File: src/source/proc_pkg.sv
// processor shared definitions
`default_nettype none

package proc_pkg;

    typedef logic [31:0] word_t;
    typedef logic [4:0]  reg_idx_t;

    // major opcode in insn[31:27]
    typedef enum logic [4:0] {
        op_alu  = 5'd0,
        op_j    = 5'd1,
        op_bne  = 5'd2,
        op_jal  = 5'd3,
        op_jr   = 5'd4,
        op_addi = 5'd5,
        op_blt  = 5'd6,
        op_sw   = 5'd7,
        op_lw   = 5'd8
    } opcode_e;

    // function field of alu-format words, insn[6:2]
    typedef enum logic [4:0] {
        alu_add = 5'd0,
        alu_sub = 5'd1,
        alu_and = 5'd2,
        alu_or  = 5'd3,
        alu_sll = 5'd4,
        alu_sra = 5'd5
    } alu_op_e;

    // operand source in execute
    typedef enum logic [1:0] {
        fwd_none = 2'd0,   // value latched in D/X
        fwd_mem  = 2'd1,   // X/M result
        fwd_wb   = 2'd2    // writeback data
    } fwd_sel_e;

    localparam reg_idx_t link_reg = 5'd31;   // jal return address
    localparam word_t    nop_insn = 32'h0000_0000;   // add r0, r0, r0

endpackage

`default_nettype wire

File: src/source/ctrl_decoder.sv
// instruction field and control decode
`timescale 1ns/1ps
`default_nettype none

module ctrl_decoder (
    input  proc_pkg::word_t    insn,
    output proc_pkg::opcode_e  opcode,
    output proc_pkg::alu_op_e  alu_op,
    output proc_pkg::reg_idx_t rd,
    output proc_pkg::reg_idx_t rs,
    output proc_pkg::reg_idx_t rt,
    output proc_pkg::reg_idx_t shamt,
    output proc_pkg::word_t    imm,
    output proc_pkg::word_t    target,
    output logic               reg_write, mem_write, mem_read, alu_imm,
    output logic               is_branch, is_jump, is_link, is_jr
);
    import proc_pkg::*;

    assign opcode = opcode_e'(insn[31:27]);
    assign rd     = insn[26:22];
    assign rs     = insn[21:17];
    assign rt     = insn[16:12];
    assign shamt  = insn[11:7];
    assign imm    = {{15{insn[16]}}, insn[16:0]};
    assign target = {5'b0, insn[26:0]};

    // addi, lw and sw reuse the adder
    assign alu_op = (opcode == op_alu) ? alu_op_e'(insn[6:2]) : alu_add;

    always_comb begin
        reg_write = 1'b0;
        mem_write = 1'b0;
        mem_read  = 1'b0;
        alu_imm   = 1'b0;
        is_branch = 1'b0;
        is_jump   = 1'b0;
        is_link   = 1'b0;
        is_jr     = 1'b0;
        case (opcode)
            // mul, div and other unknown functions stay a no-op
            op_alu:  reg_write = alu_op inside {alu_add, alu_sub, alu_and,
                                                alu_or, alu_sll, alu_sra};
            op_addi: begin
                reg_write = 1'b1;
                alu_imm   = 1'b1;
            end
            op_lw: begin
                reg_write = 1'b1;
                mem_read  = 1'b1;
                alu_imm   = 1'b1;
            end
            op_sw: begin
                mem_write = 1'b1;
                alu_imm   = 1'b1;
            end
            op_bne, op_blt: is_branch = 1'b1;
            op_j:    is_jump = 1'b1;
            op_jal: begin
                is_jump   = 1'b1;
                is_link   = 1'b1;
                reg_write = 1'b1;
            end
            op_jr: begin
                is_jump = 1'b1;
                is_jr   = 1'b1;
            end
            default: ;
        endcase
    end
endmodule

`default_nettype wire

File: src/source/decode_stage.sv
// decode stage and D/X latch
`timescale 1ns/1ps
`default_nettype none

module decode_stage (
    input  logic               clock,
    input  logic               rst,
    input  logic               stall,
    input  logic               redirect,
    input  proc_pkg::word_t    fd_pc,
    input  proc_pkg::word_t    fd_insn,
    input  proc_pkg::word_t    data_read_reg_a,
    input  proc_pkg::word_t    data_read_reg_b,
    input  proc_pkg::word_t    data_writeback,
    input  logic               dec_byp_a,
    input  logic               dec_byp_b,
    output proc_pkg::reg_idx_t ctrl_read_reg_a,
    output proc_pkg::reg_idx_t ctrl_read_reg_b,
    output logic               fd_is_store,
    output proc_pkg::word_t    dx_pc, dx_a, dx_b, dx_imm, dx_target,
    output proc_pkg::alu_op_e  dx_alu_op,
    output proc_pkg::reg_idx_t dx_shamt, dx_src_a, dx_src_b, dx_dest,
    output logic               dx_reg_write, dx_mem_write, dx_mem_read, dx_alu_imm,
    output logic               dx_is_branch, dx_is_jump, dx_is_link, dx_is_jr,
    output proc_pkg::opcode_e  dx_opcode
);
    import proc_pkg::*;

    opcode_e  opcode;
    alu_op_e  alu_op;
    reg_idx_t rd, rs, rt, shamt;
    word_t    imm, target;
    logic     reg_write, mem_write, mem_read, alu_imm;
    logic     is_branch, is_jump, is_link, is_jr;
    word_t    val_a, val_b;

    ctrl_decoder i_ctrl_decoder (.insn(fd_insn), .*);

    // branches compare rd with rs, jr jumps through rd
    assign ctrl_read_reg_a = (is_branch || is_jr) ? rd : rs;
    assign ctrl_read_reg_b = (mem_write || mem_read) ? rd : (is_branch ? rs : rt);
    assign fd_is_store     = mem_write;

    // a writeback in this same cycle is not yet on the read ports
    assign val_a = dec_byp_a ? data_writeback : data_read_reg_a;
    assign val_b = dec_byp_b ? data_writeback : data_read_reg_b;

    always_ff @(posedge clock) begin
        if (rst || stall || redirect) begin
            dx_src_a     <= '0;
            dx_src_b     <= '0;
            dx_dest      <= '0;
            dx_reg_write <= 1'b0;
            dx_mem_write <= 1'b0;
            dx_mem_read  <= 1'b0;
            dx_alu_imm   <= 1'b0;
            dx_is_branch <= 1'b0;
            dx_is_jump   <= 1'b0;
            dx_is_link   <= 1'b0;
            dx_is_jr     <= 1'b0;
        end else begin
            dx_src_a     <= is_link ? '0 : ctrl_read_reg_a;   // link value never forwarded
            dx_src_b     <= ctrl_read_reg_b;
            dx_dest      <= is_link ? link_reg : rd;
            dx_reg_write <= reg_write;
            dx_mem_write <= mem_write;
            dx_mem_read  <= mem_read;
            dx_alu_imm   <= alu_imm;
            dx_is_branch <= is_branch;
            dx_is_jump   <= is_jump;
            dx_is_link   <= is_link;
            dx_is_jr     <= is_jr;
        end
    end

    always_ff @(posedge clock) begin
        dx_pc     <= fd_pc;
        dx_a      <= is_link ? fd_pc : val_a;   // fd_pc is already pc+1
        dx_b      <= val_b;
        dx_imm    <= imm;
        dx_target <= target;
        dx_alu_op <= alu_op;
        dx_shamt  <= shamt;
        dx_opcode <= opcode;
    end
endmodule

`default_nettype wire

File: src/source/execute_stage.sv
// execute stage and X/M latch
`timescale 1ns/1ps
`default_nettype none

module execute_stage (
    input  logic               clock,
    input  logic               rst,
    input  proc_pkg::word_t    dx_pc, dx_a, dx_b, dx_imm, dx_target,
    input  proc_pkg::alu_op_e  dx_alu_op,
    input  proc_pkg::reg_idx_t dx_shamt, dx_dest,
    input  logic               dx_reg_write, dx_mem_write, dx_mem_read, dx_alu_imm,
    input  logic               dx_is_branch, dx_is_jump, dx_is_link, dx_is_jr,
    input  proc_pkg::opcode_e  dx_opcode,
    input  proc_pkg::fwd_sel_e fwd_a, fwd_b,
    input  proc_pkg::word_t    data_writeback,
    output logic               redirect,
    output proc_pkg::word_t    redirect_pc,
    output proc_pkg::word_t    xm_result, xm_store,
    output proc_pkg::reg_idx_t xm_dest,
    output logic               xm_reg_write, xm_mem_write, xm_mem_read
);
    import proc_pkg::*;

    word_t op_a, op_b, alu_b, alu_out;
    logic  taken;

    function automatic word_t pick(fwd_sel_e sel, word_t latched, word_t mem_val,
                                   word_t wb_val);
        word_t v;
        case (sel)
            fwd_mem: v = mem_val;
            fwd_wb:  v = wb_val;
            default: v = latched;
        endcase
        return v;
    endfunction

    assign op_a  = pick(fwd_a, dx_a, xm_result, data_writeback);
    assign op_b  = pick(fwd_b, dx_b, xm_result, data_writeback);
    assign alu_b = dx_alu_imm ? dx_imm : op_b;   // addi, lw, sw

    always_comb begin
        case (dx_alu_op)
            alu_add: alu_out = op_a + alu_b;
            alu_sub: alu_out = op_a - alu_b;
            alu_and: alu_out = op_a & alu_b;
            alu_or:  alu_out = op_a | alu_b;
            alu_sll: alu_out = op_a << dx_shamt;
            alu_sra: alu_out = word_t'($signed(op_a) >>> dx_shamt);
            default: alu_out = '0;
        endcase
    end

    // A carries rd and B carries rs for both branches
    always_comb begin
        case (dx_opcode)
            op_bne:  taken = op_a != op_b;
            op_blt:  taken = $signed(op_a) < $signed(op_b);
            default: taken = 1'b0;
        endcase
    end

    assign redirect = dx_is_jump || (dx_is_branch && taken);

    always_comb begin
        if (dx_is_branch) begin
            redirect_pc = dx_pc + dx_imm;
        end else if (dx_is_jr) begin
            redirect_pc = op_a;
        end else begin
            redirect_pc = dx_target;
        end
    end

    always_ff @(posedge clock) begin
        if (rst) begin
            xm_reg_write <= 1'b0;
            xm_mem_write <= 1'b0;
            xm_mem_read  <= 1'b0;
        end else begin
            xm_reg_write <= dx_reg_write;
            xm_mem_write <= dx_mem_write;
            xm_mem_read  <= dx_mem_read;
        end
    end

    always_ff @(posedge clock) begin
        xm_result <= dx_is_link ? dx_a : alu_out;
        xm_store  <= op_b;
        xm_dest   <= dx_dest;   // store data register for sw
    end

    // load-use stall keeps a load in X/M from feeding operand A
    no_load_fwd: assert property (@(posedge clock) disable iff (rst)
        xm_mem_read |-> fwd_a != fwd_mem);
endmodule

`default_nettype wire

File: src/source/fetch_stage.sv
// instruction fetch stage
`timescale 1ns/1ps
`default_nettype none

module fetch_stage #(
    parameter proc_pkg::word_t boot_addr = '0
) (
    input  logic            clock,
    input  logic            rst,
    input  logic            stall,
    input  logic            redirect,
    input  proc_pkg::word_t redirect_pc,
    input  proc_pkg::word_t q_imem,
    output proc_pkg::word_t address_imem,
    output proc_pkg::word_t fd_pc,
    output proc_pkg::word_t fd_insn
);
    import proc_pkg::*;

    word_t pc;
    word_t pc_plus1;

    assign pc_plus1     = pc + 32'd1;
    assign address_imem = pc;

    always_ff @(posedge clock) begin
        if (rst) begin
            pc      <= boot_addr;
            fd_insn <= nop_insn;
        end else if (redirect) begin
            pc      <= redirect_pc;
            fd_insn <= nop_insn;   // squash wrong-path fetch
        end else if (!stall) begin
            pc      <= pc_plus1;
            fd_insn <= q_imem;
        end
    end

    // base for branches and the jal link value
    always_ff @(posedge clock) begin
        if (!stall) begin
            fd_pc <= pc_plus1;
        end
    end

    // a load in D/X is never also a jump or branch
    not_both: assert property (@(posedge clock) disable iff (rst)
        !(redirect && stall));
endmodule

`default_nettype wire

File: src/source/hazard_unit.sv
// forwarding and stall detection
`timescale 1ns/1ps
`default_nettype none

module hazard_unit (
    input  proc_pkg::reg_idx_t read_reg_a, read_reg_b,
    input  logic               fd_is_store,
    input  proc_pkg::reg_idx_t dx_src_a, dx_src_b, dx_dest,
    input  logic               dx_mem_read,
    input  proc_pkg::reg_idx_t xm_dest,
    input  logic               xm_reg_write, xm_mem_write,
    input  proc_pkg::reg_idx_t xm_store_src,
    input  proc_pkg::reg_idx_t ctrl_write_reg,
    input  logic               ctrl_write_enable,
    output logic               stall,
    output proc_pkg::fwd_sel_e fwd_a, fwd_b,
    output logic               dec_byp_a, dec_byp_b, store_fwd
);
    import proc_pkg::*;

    logic xm_live;   // X/M writes a real register

    assign xm_live = xm_reg_write && (xm_dest != '0);

    // newer X/M result wins over M/W
    assign fwd_a = (xm_live && xm_dest == dx_src_a) ? fwd_mem :
                   (ctrl_write_enable && ctrl_write_reg == dx_src_a) ? fwd_wb :
                   fwd_none;
    assign fwd_b = (xm_live && xm_dest == dx_src_b) ? fwd_mem :
                   (ctrl_write_enable && ctrl_write_reg == dx_src_b) ? fwd_wb :
                   fwd_none;

    // register file write and read in the same cycle
    assign dec_byp_a = ctrl_write_enable && ctrl_write_reg == read_reg_a;
    assign dec_byp_b = ctrl_write_enable && ctrl_write_reg == read_reg_b;

    // load data arrives in M/W while the store sits in X/M
    assign store_fwd = xm_mem_write && ctrl_write_enable && ctrl_write_reg == xm_store_src;

    // store data is covered by store_fwd, so no stall for port B of sw
    assign stall = dx_mem_read && (dx_dest != '0) &&
                   (dx_dest == read_reg_a || (!fd_is_store && dx_dest == read_reg_b));
endmodule

`default_nettype wire

File: src/source/mem_wb_stage.sv
// memory access and writeback
`timescale 1ns/1ps
`default_nettype none

module mem_wb_stage (
    input  logic               clock,
    input  logic               rst,
    input  proc_pkg::word_t    xm_result, xm_store,
    input  proc_pkg::reg_idx_t xm_dest,
    input  logic               xm_reg_write, xm_mem_write, xm_mem_read,
    input  logic               store_fwd,
    input  proc_pkg::word_t    q_dmem,
    output proc_pkg::word_t    address_dmem,
    output proc_pkg::word_t    data,
    output logic               wren,
    output logic               ctrl_write_enable,
    output proc_pkg::reg_idx_t ctrl_write_reg,
    output proc_pkg::word_t    data_writeback
);
    import proc_pkg::*;

    word_t    mw_result, mw_load;
    reg_idx_t mw_dest;
    logic     mw_reg_write, mw_mem_read;

    assign address_dmem = xm_result;
    assign data         = store_fwd ? data_writeback : xm_store;   // lw right before sw
    assign wren         = xm_mem_write;

    always_ff @(posedge clock) begin
        if (rst) begin
            mw_reg_write <= 1'b0;
            mw_mem_read  <= 1'b0;
        end else begin
            mw_reg_write <= xm_reg_write;
            mw_mem_read  <= xm_mem_read;
        end
    end

    always_ff @(posedge clock) begin
        mw_result <= xm_result;
        mw_load   <= q_dmem;
        mw_dest   <= xm_dest;
    end

    // r0 stays zero
    assign ctrl_write_enable = mw_reg_write && (mw_dest != '0);
    assign ctrl_write_reg    = mw_dest;
    assign data_writeback    = mw_mem_read ? mw_load : mw_result;

    // a store's dest is its data register and must not be written
    store_no_wb: assert property (@(posedge clock) disable iff (rst)
        wren |-> !xm_reg_write);
endmodule

`default_nettype wire

File: src/source/processor.sv
// five-stage pipelined processor
`timescale 1ns/1ps
`default_nettype none

module processor #(
    parameter proc_pkg::word_t boot_addr = '0
) (
    input  logic               clock,
    input  logic               rst,
    output proc_pkg::word_t    address_imem,
    input  proc_pkg::word_t    q_imem,
    output proc_pkg::word_t    address_dmem,
    output proc_pkg::word_t    data,
    output logic               wren,
    input  proc_pkg::word_t    q_dmem,
    output logic               ctrl_write_enable,
    output proc_pkg::reg_idx_t ctrl_write_reg,
    output proc_pkg::reg_idx_t ctrl_read_reg_a,
    output proc_pkg::reg_idx_t ctrl_read_reg_b,
    output proc_pkg::word_t    data_writeback,
    input  proc_pkg::word_t    data_read_reg_a,
    input  proc_pkg::word_t    data_read_reg_b
);
    import proc_pkg::*;

    // F/D latch
    word_t    fd_pc, fd_insn;
    logic     fd_is_store;

    // D/X latch
    word_t    dx_pc, dx_a, dx_b, dx_imm, dx_target;
    alu_op_e  dx_alu_op;
    reg_idx_t dx_shamt, dx_src_a, dx_src_b, dx_dest;
    logic     dx_reg_write, dx_mem_write, dx_mem_read, dx_alu_imm;
    logic     dx_is_branch, dx_is_jump, dx_is_link, dx_is_jr;
    opcode_e  dx_opcode;

    // X/M latch
    word_t    xm_result, xm_store;
    reg_idx_t xm_dest;
    logic     xm_reg_write, xm_mem_write, xm_mem_read;

    // hazard and redirect control
    logic     stall, redirect;
    word_t    redirect_pc;
    fwd_sel_e fwd_a, fwd_b;
    logic     dec_byp_a, dec_byp_b, store_fwd;

    fetch_stage #(.boot_addr(boot_addr)) i_fetch_stage (.*);

    decode_stage i_decode_stage (.*);

    execute_stage i_execute_stage (.*);

    mem_wb_stage i_mem_wb_stage (.*);

    hazard_unit i_hazard_unit (
        .read_reg_a   (ctrl_read_reg_a),
        .read_reg_b   (ctrl_read_reg_b),
        .xm_store_src (xm_dest),   // sw carries its data register as dest
        .*
    );
endmodule

`default_nettype wire

File: config.mk
export PLATFORM = sky130hd
export DESIGN_NAME = processor
export DESIGN_NICKNAME = d
export VERILOG_FILES = /design/src/source/proc_pkg.sv /design/src/source/ctrl_decoder.sv /design/src/source/decode_stage.sv /design/src/source/execute_stage.sv /design/src/source/fetch_stage.sv /design/src/source/hazard_unit.sv /design/src/source/mem_wb_stage.sv /design/src/source/processor.sv
export SDC_FILE = /design/constraint.sdc
export NUM_CORES = 1
export LEC_CHECK = 0
export BUFFER_PORTS_ARGS = -buffer_cell sky130_fd_sc_hd__clkbuf_2
export CORE_MARGIN = 1.5
export CORE_UTILIZATION = 25
export DETAILED_ROUTE_END_ITERATION = 8
export PLACE_DENSITY_LB_ADDON = 0.08
export RECOVER_POWER = 25
export SYNTH_ARGS = -nofsm -noshare
export SYNTH_HDL_FRONTEND = slang
export SYNTH_SLANG_ARGS = --single-unit
File: constraint.sdc
create_clock -name clock -period 15.3 [get_ports clock]
set_clock_uncertainty 0.15 [all_clocks]
set_input_delay 3.06 -clock clock [delete_from_list [all_inputs] [get_ports clock]]
set_output_delay 3.06 -clock clock [all_outputs]
set_load 0.01 [all_outputs]
==> reports/results.tsv <==
stage	metric	value	unit
timing	RSZ-0062 raised after global routing	no	
global_route	initial antenna violation count	13	
yosys	Cells after Synth	2949	
clock_network	post-cts hold buffer count	0	
global_route	all-layer global routing usage	27.44	%
hold_path	worst min path class	reg -> reg	
timing	Setup TNS	0	ns
placement	cell count after placement	4485	
placement	number of buffers added on ports	274	
yosys	most common library cells after synthesis	sky130_fd_sc_hd__dfxtp_1, sky130_fd_sc_hd__nor2_1, sky130_fd_sc_hd__nand2_1	
setup_path	Reg2Reg Launch Point	i_execute_stage.xm_dest[2]	
timing	total setup violations reported at the end of the flow	0	
setup_path	Reg2Reg Depth	17	
power_and_ir_drop	Lkg Pwr	0.01254	µW
yosys	mean post-synth cell area	8.587	µm²
hold_path	hold path start	i_fetch_stage.fd_insn[8]	
floorplanning	Boundary Pins	275	
power_and_ir_drop	fraction of power consumed by combinational cells	32.9	%
placement	DP HPWL	112000	µm
clock_network	source-to-sink clock delay at the later pin of the worst-skew pair	0.63	ns
job	MaxCap Viol Count	1	
clock_network	number of sinks handled by clock tree synthesis	395	
hold_path	end of the worst hold path	i_decode_stage.dx_imm[8]	
clock_network	Post-CTS Setup Repair Bufs	0	
global_route	global route overflow	0	
setup_path	CP max-delay cell	sky130_fd_sc_hd__o311ai_0	
floorplanning	site row count	116	
timing	Slew HR	-2.822	%
clock_network	number of buffers created by CTS	49	
placement	Final GP Congestion	0.9729	
routing	DR vias	24973	
yosys	fraction of the yosys area taken by sequential cells	32.49	%
setup_path	Worst path top cell family by delay	simple AND/OR/NAND/NOR gates	
floorplanning	core box area	100300	µm²
floorplanning	Die H	321.3	µm
global_route	number of global-route vias before repair	25084	
setup_path	Data arrival, critical path	8.15	ns
clock_network	CTS H-tree lvls	2	
clock_network	PostCTS Resize Cnt	0	
clock_network	Reg clk slew, reported paths	0.06	ns
floorplanning	width of the chip	321.3	µm
setup_path	reg2reg end	i_decode_stage.dx_alu_imm	
power_and_ir_drop	switching portion of total power	40.12	%
outcome	run status	finished with violations	
yosys	biggest area contributors in the synthesized netlist	sky130_fd_sc_hd__dfxtp_1, sky130_fd_sc_hd__mux2i_1, sky130_fd_sc_hd__ha_1	
global_route	largest net degree at the start of global routing	65	
power_and_ir_drop	internal power	2421	µW
setup_path	timing startpoint of the critical path	i_execute_stage.xm_dest[2]	
routing	Avg Vias per Cell	5.453	
routing	count of unresolved DRC violations after routing	0	
routing	final WL	145500	µm
yosys	count leader, synth	sky130_fd_sc_hd__dfxtp_1	
yosys	most frequently used flop master after synthesis	sky130_fd_sc_hd__dfxtp_1	
cells_and_area	final standard cell count with taps included and fillers excluded	4580	
placement	dpl ws	7.464	ns
setup_path	worst setup path category	reg -> reg	
timing	actual transition at the worst max-transition pin	1.531	ns
routing	Detailed Route Iter0 Violations	2574	
routing	number of routed nets with antenna violations	0	
setup_path	kind of launch point of the worst setup path	register	
timing	number of pins with negative max-slew slack in the final report	16	
setup_path	maximum fanout along the worst path	64	
global_route	global-route wire length before repair	201000	µm
timing	worst setup slack after layout	7.458	ns
outcome	violated checks	max-capacitance violations, max-slew violations	
setup_path	number of buffer and inverter stages on the critical path	4	
yosys	count of unique library cells instantiated by Yosys	103	
setup_path	register-to-register setup slack	7.46	ns
yosys	Synth Register Bits	395	
yosys	fraction of registers with async set/reset	0	%
setup_path	Worst setup EP type	register	
cells_and_area	fraction of layout instances using a drive strength above 1	20.31	%
power_and_ir_drop	power share of the clock group	32.7	%
timing	share of the cycle needed by the critical path after routing	51.26	%
clock_network	clock tree from TritonCTS	built	
floorplanning	area enclosed by the die boundary	103200	µm²
yosys	Post-synth EDFFs	32	
timing	worst hold slack after final layout	0.2020	ns
routing	iteration count of the initial detailed-routing pass	6	
routing	detail-routed net length per standard cell	31.78	µm
yosys	Synth Net Count	3185	
setup_path	required time reported for the critical path endpoint	15.61	ns
yosys	cell area after synthesis	25320	µm²
hold_path	number of cells traversed by the worst hold path	0	
timing	final hold violation count	0	
yosys	post-synth top area cell	sky130_fd_sc_hd__dfxtp_1	
timing	clock period minus final worst setup slack	7.842	ns
floorplanning	starting density of the core	25.25	%
power_and_ir_drop	worst vdd rail ir drop	0.08972	mV
setup_path	worst path cell trace	or4_1 -> o21a_1 -> buf_4 -> and3_2 -> buf_4 -> o21a_1 -> inv_1 -> ha_1 -> nand3_1 -> nor3_1 -> nand3_1 -> o311ai_0 -> mux2i_1 -> and2_2 -> buf_4 -> or3_1 -> a211oi_1	
power_and_ir_drop	power per cell area	133.6	nW/µm²
yosys	area fraction of the dominant cell type after synthesis	28.70	%
timing	f_max	0.1275	GHz
clock_network	Max Buffers Root-to-Sink	3	
cells_and_area	Area growth, synth to finish	19.50	%
cells_and_area	Post-layout nets	3415	
setup_path	CP max stage delay	0.88	ns
clock_network	CTS Root Buffer Type	sky130_fd_sc_hd__clkbuf_16	
setup_path	cell repeated most along the worst path	sky130_fd_sc_hd__buf_4	
power_and_ir_drop	Sw Pwr	1622	µW
power_and_ir_drop	power share of the sequential group	34.3	%
yosys	yosys synthesis warning count	0	
==> cell type report <==
cell class / count / area (µm²)
Clock buffer: 60 / 1401
Tap cell: 1357 / 1698
Timing Repair Buffer: 371 / 2092
Antenna cell: 3 / 7.507
Clock inverter: 32 / 446.7
Fill cell: 10729 / 70030
Multi-Input combinational cell: 2269 / 16030
Inverter: 93 / 349.1
Sequential cell: 395 / 8237
==> through the flow <==
step / power, µW / cell area, µm² / util (%)
2_1_floorplan: 2002 / 25320 / -
3_3_place_gp: 2727 / 28420 / 28.34
3_5_place_dp: 2717 / 28420 / 28.34
4_1_cts: 4061 / 30270 / 30.18
5_1_grt: 4189 / 30260 / 30.17
6_report: 4043 / 30260 / 30.17
==> power groups by stage <==
| stage | logic [µW] | clock network (µW) | registers, µW |
|---|---|---|---|
| CTS | 1310 | 1360 | 1390 |
| global placement | 1310 | 0 | 1410 |
| global route | 1400 | 1400 | 1400 |
| floorplan | 705 | 0 | 1300 |
| detailed placement | 1300 | 0 | 1410 |
| finish | 1330 | 1320 | 1390 |
==> placed cells by master, fill, tap and decap left out, types with 16 or more instances in the layout <==
| cell type | n |
|---|---|
| sky130_fd_sc_hd__a211oi_1 | 50 |
| sky130_fd_sc_hd__a21o_1 | 39 |
| sky130_fd_sc_hd__a21oi_1 | 210 |
| sky130_fd_sc_hd__a31oi_1 | 43 |
| sky130_fd_sc_hd__and3_1 | 20 |
| sky130_fd_sc_hd__buf_4 | 95 |
| sky130_fd_sc_hd__clkbuf_16 | 52 |
| sky130_fd_sc_hd__clkbuf_2 | 274 |
| sky130_fd_sc_hd__dfxtp_1 | 356 |
| sky130_fd_sc_hd__edfxtp_1 | 32 |
| sky130_fd_sc_hd__ha_1 | 104 |
| sky130_fd_sc_hd__inv_1 | 86 |
| sky130_fd_sc_hd__maj3_1 | 30 |
| sky130_fd_sc_hd__mux2_2 | 90 |
| sky130_fd_sc_hd__mux2i_1 | 206 |
| sky130_fd_sc_hd__nand2_1 | 211 |
| sky130_fd_sc_hd__nand2b_1 | 27 |
| sky130_fd_sc_hd__nand3_1 | 56 |
| sky130_fd_sc_hd__nand4_1 | 43 |
| sky130_fd_sc_hd__nor2_1 | 310 |
| sky130_fd_sc_hd__nor2b_1 | 19 |
| sky130_fd_sc_hd__nor3_1 | 83 |
| sky130_fd_sc_hd__nor4_1 | 22 |
| sky130_fd_sc_hd__o21a_1 | 23 |
| sky130_fd_sc_hd__o21ai_0 | 154 |
| sky130_fd_sc_hd__o21ai_1 | 17 |
| sky130_fd_sc_hd__o31ai_1 | 20 |
| sky130_fd_sc_hd__or3_1 | 16 |
| sky130_fd_sc_hd__xnor2_1 | 113 |
| sky130_fd_sc_hd__xor2_1 | 68 |
==> how the worst max path moves through the flow <==
stage                                  to  slack (ns)  depth (start not counted)
6_report        i_decode_stage.dx_alu_imm        7.46                         17
5_1_grt        i_decode_stage.dx_src_b[0]        6.99                         18
4_1_cts         i_decode_stage.dx_alu_imm        7.46                         18
3_5_place_dp    i_decode_stage.dx_alu_imm        7.46                         18
3_3_place_gp    i_decode_stage.dx_alu_imm        7.53                         18
2_1_floorplan                    data[10]        9.78                          8
==> logic make-up after synthesis <==
family | synth area share [%]
simple gates | 16.43
compound gates | 20.13
flops | 32.49
mux | 13.42
buf+inv | 4.783
xor+xnor | 6.260
fa+ha+maj | 6.482
==> worst reg2reg max path: stages, from the launching register on <==
cell,delay (ns)
sky130_fd_sc_hd__dfxtp_1,0.46
sky130_fd_sc_hd__or4_1,0.19
sky130_fd_sc_hd__o21a_1,0.12
sky130_fd_sc_hd__buf_4,0.37
sky130_fd_sc_hd__and3_2,0.61
sky130_fd_sc_hd__buf_4,0.54
sky130_fd_sc_hd__o21a_1,0.36
sky130_fd_sc_hd__inv_1,0.46
sky130_fd_sc_hd__ha_1,0.72
sky130_fd_sc_hd__nand3_1,0.16
sky130_fd_sc_hd__nor3_1,0.43
sky130_fd_sc_hd__nand3_1,0.23
sky130_fd_sc_hd__o311ai_0,0.88
sky130_fd_sc_hd__mux2i_1,0.37
sky130_fd_sc_hd__and2_2,0.19
sky130_fd_sc_hd__buf_4,0.56
sky130_fd_sc_hd__or3_1,0.78
sky130_fd_sc_hd__a211oi_1,0.11
==> per-layer routing <==
layer | track usage [%] | share of wire [%]
met3 | 4.036 | 6.2
met2 | 43.83 | 45
met1 | 37.22 | 45
met5 | 0 | 0.0089
met4 | 10.27 | 3.9
(Power assumes the default switching activity.)
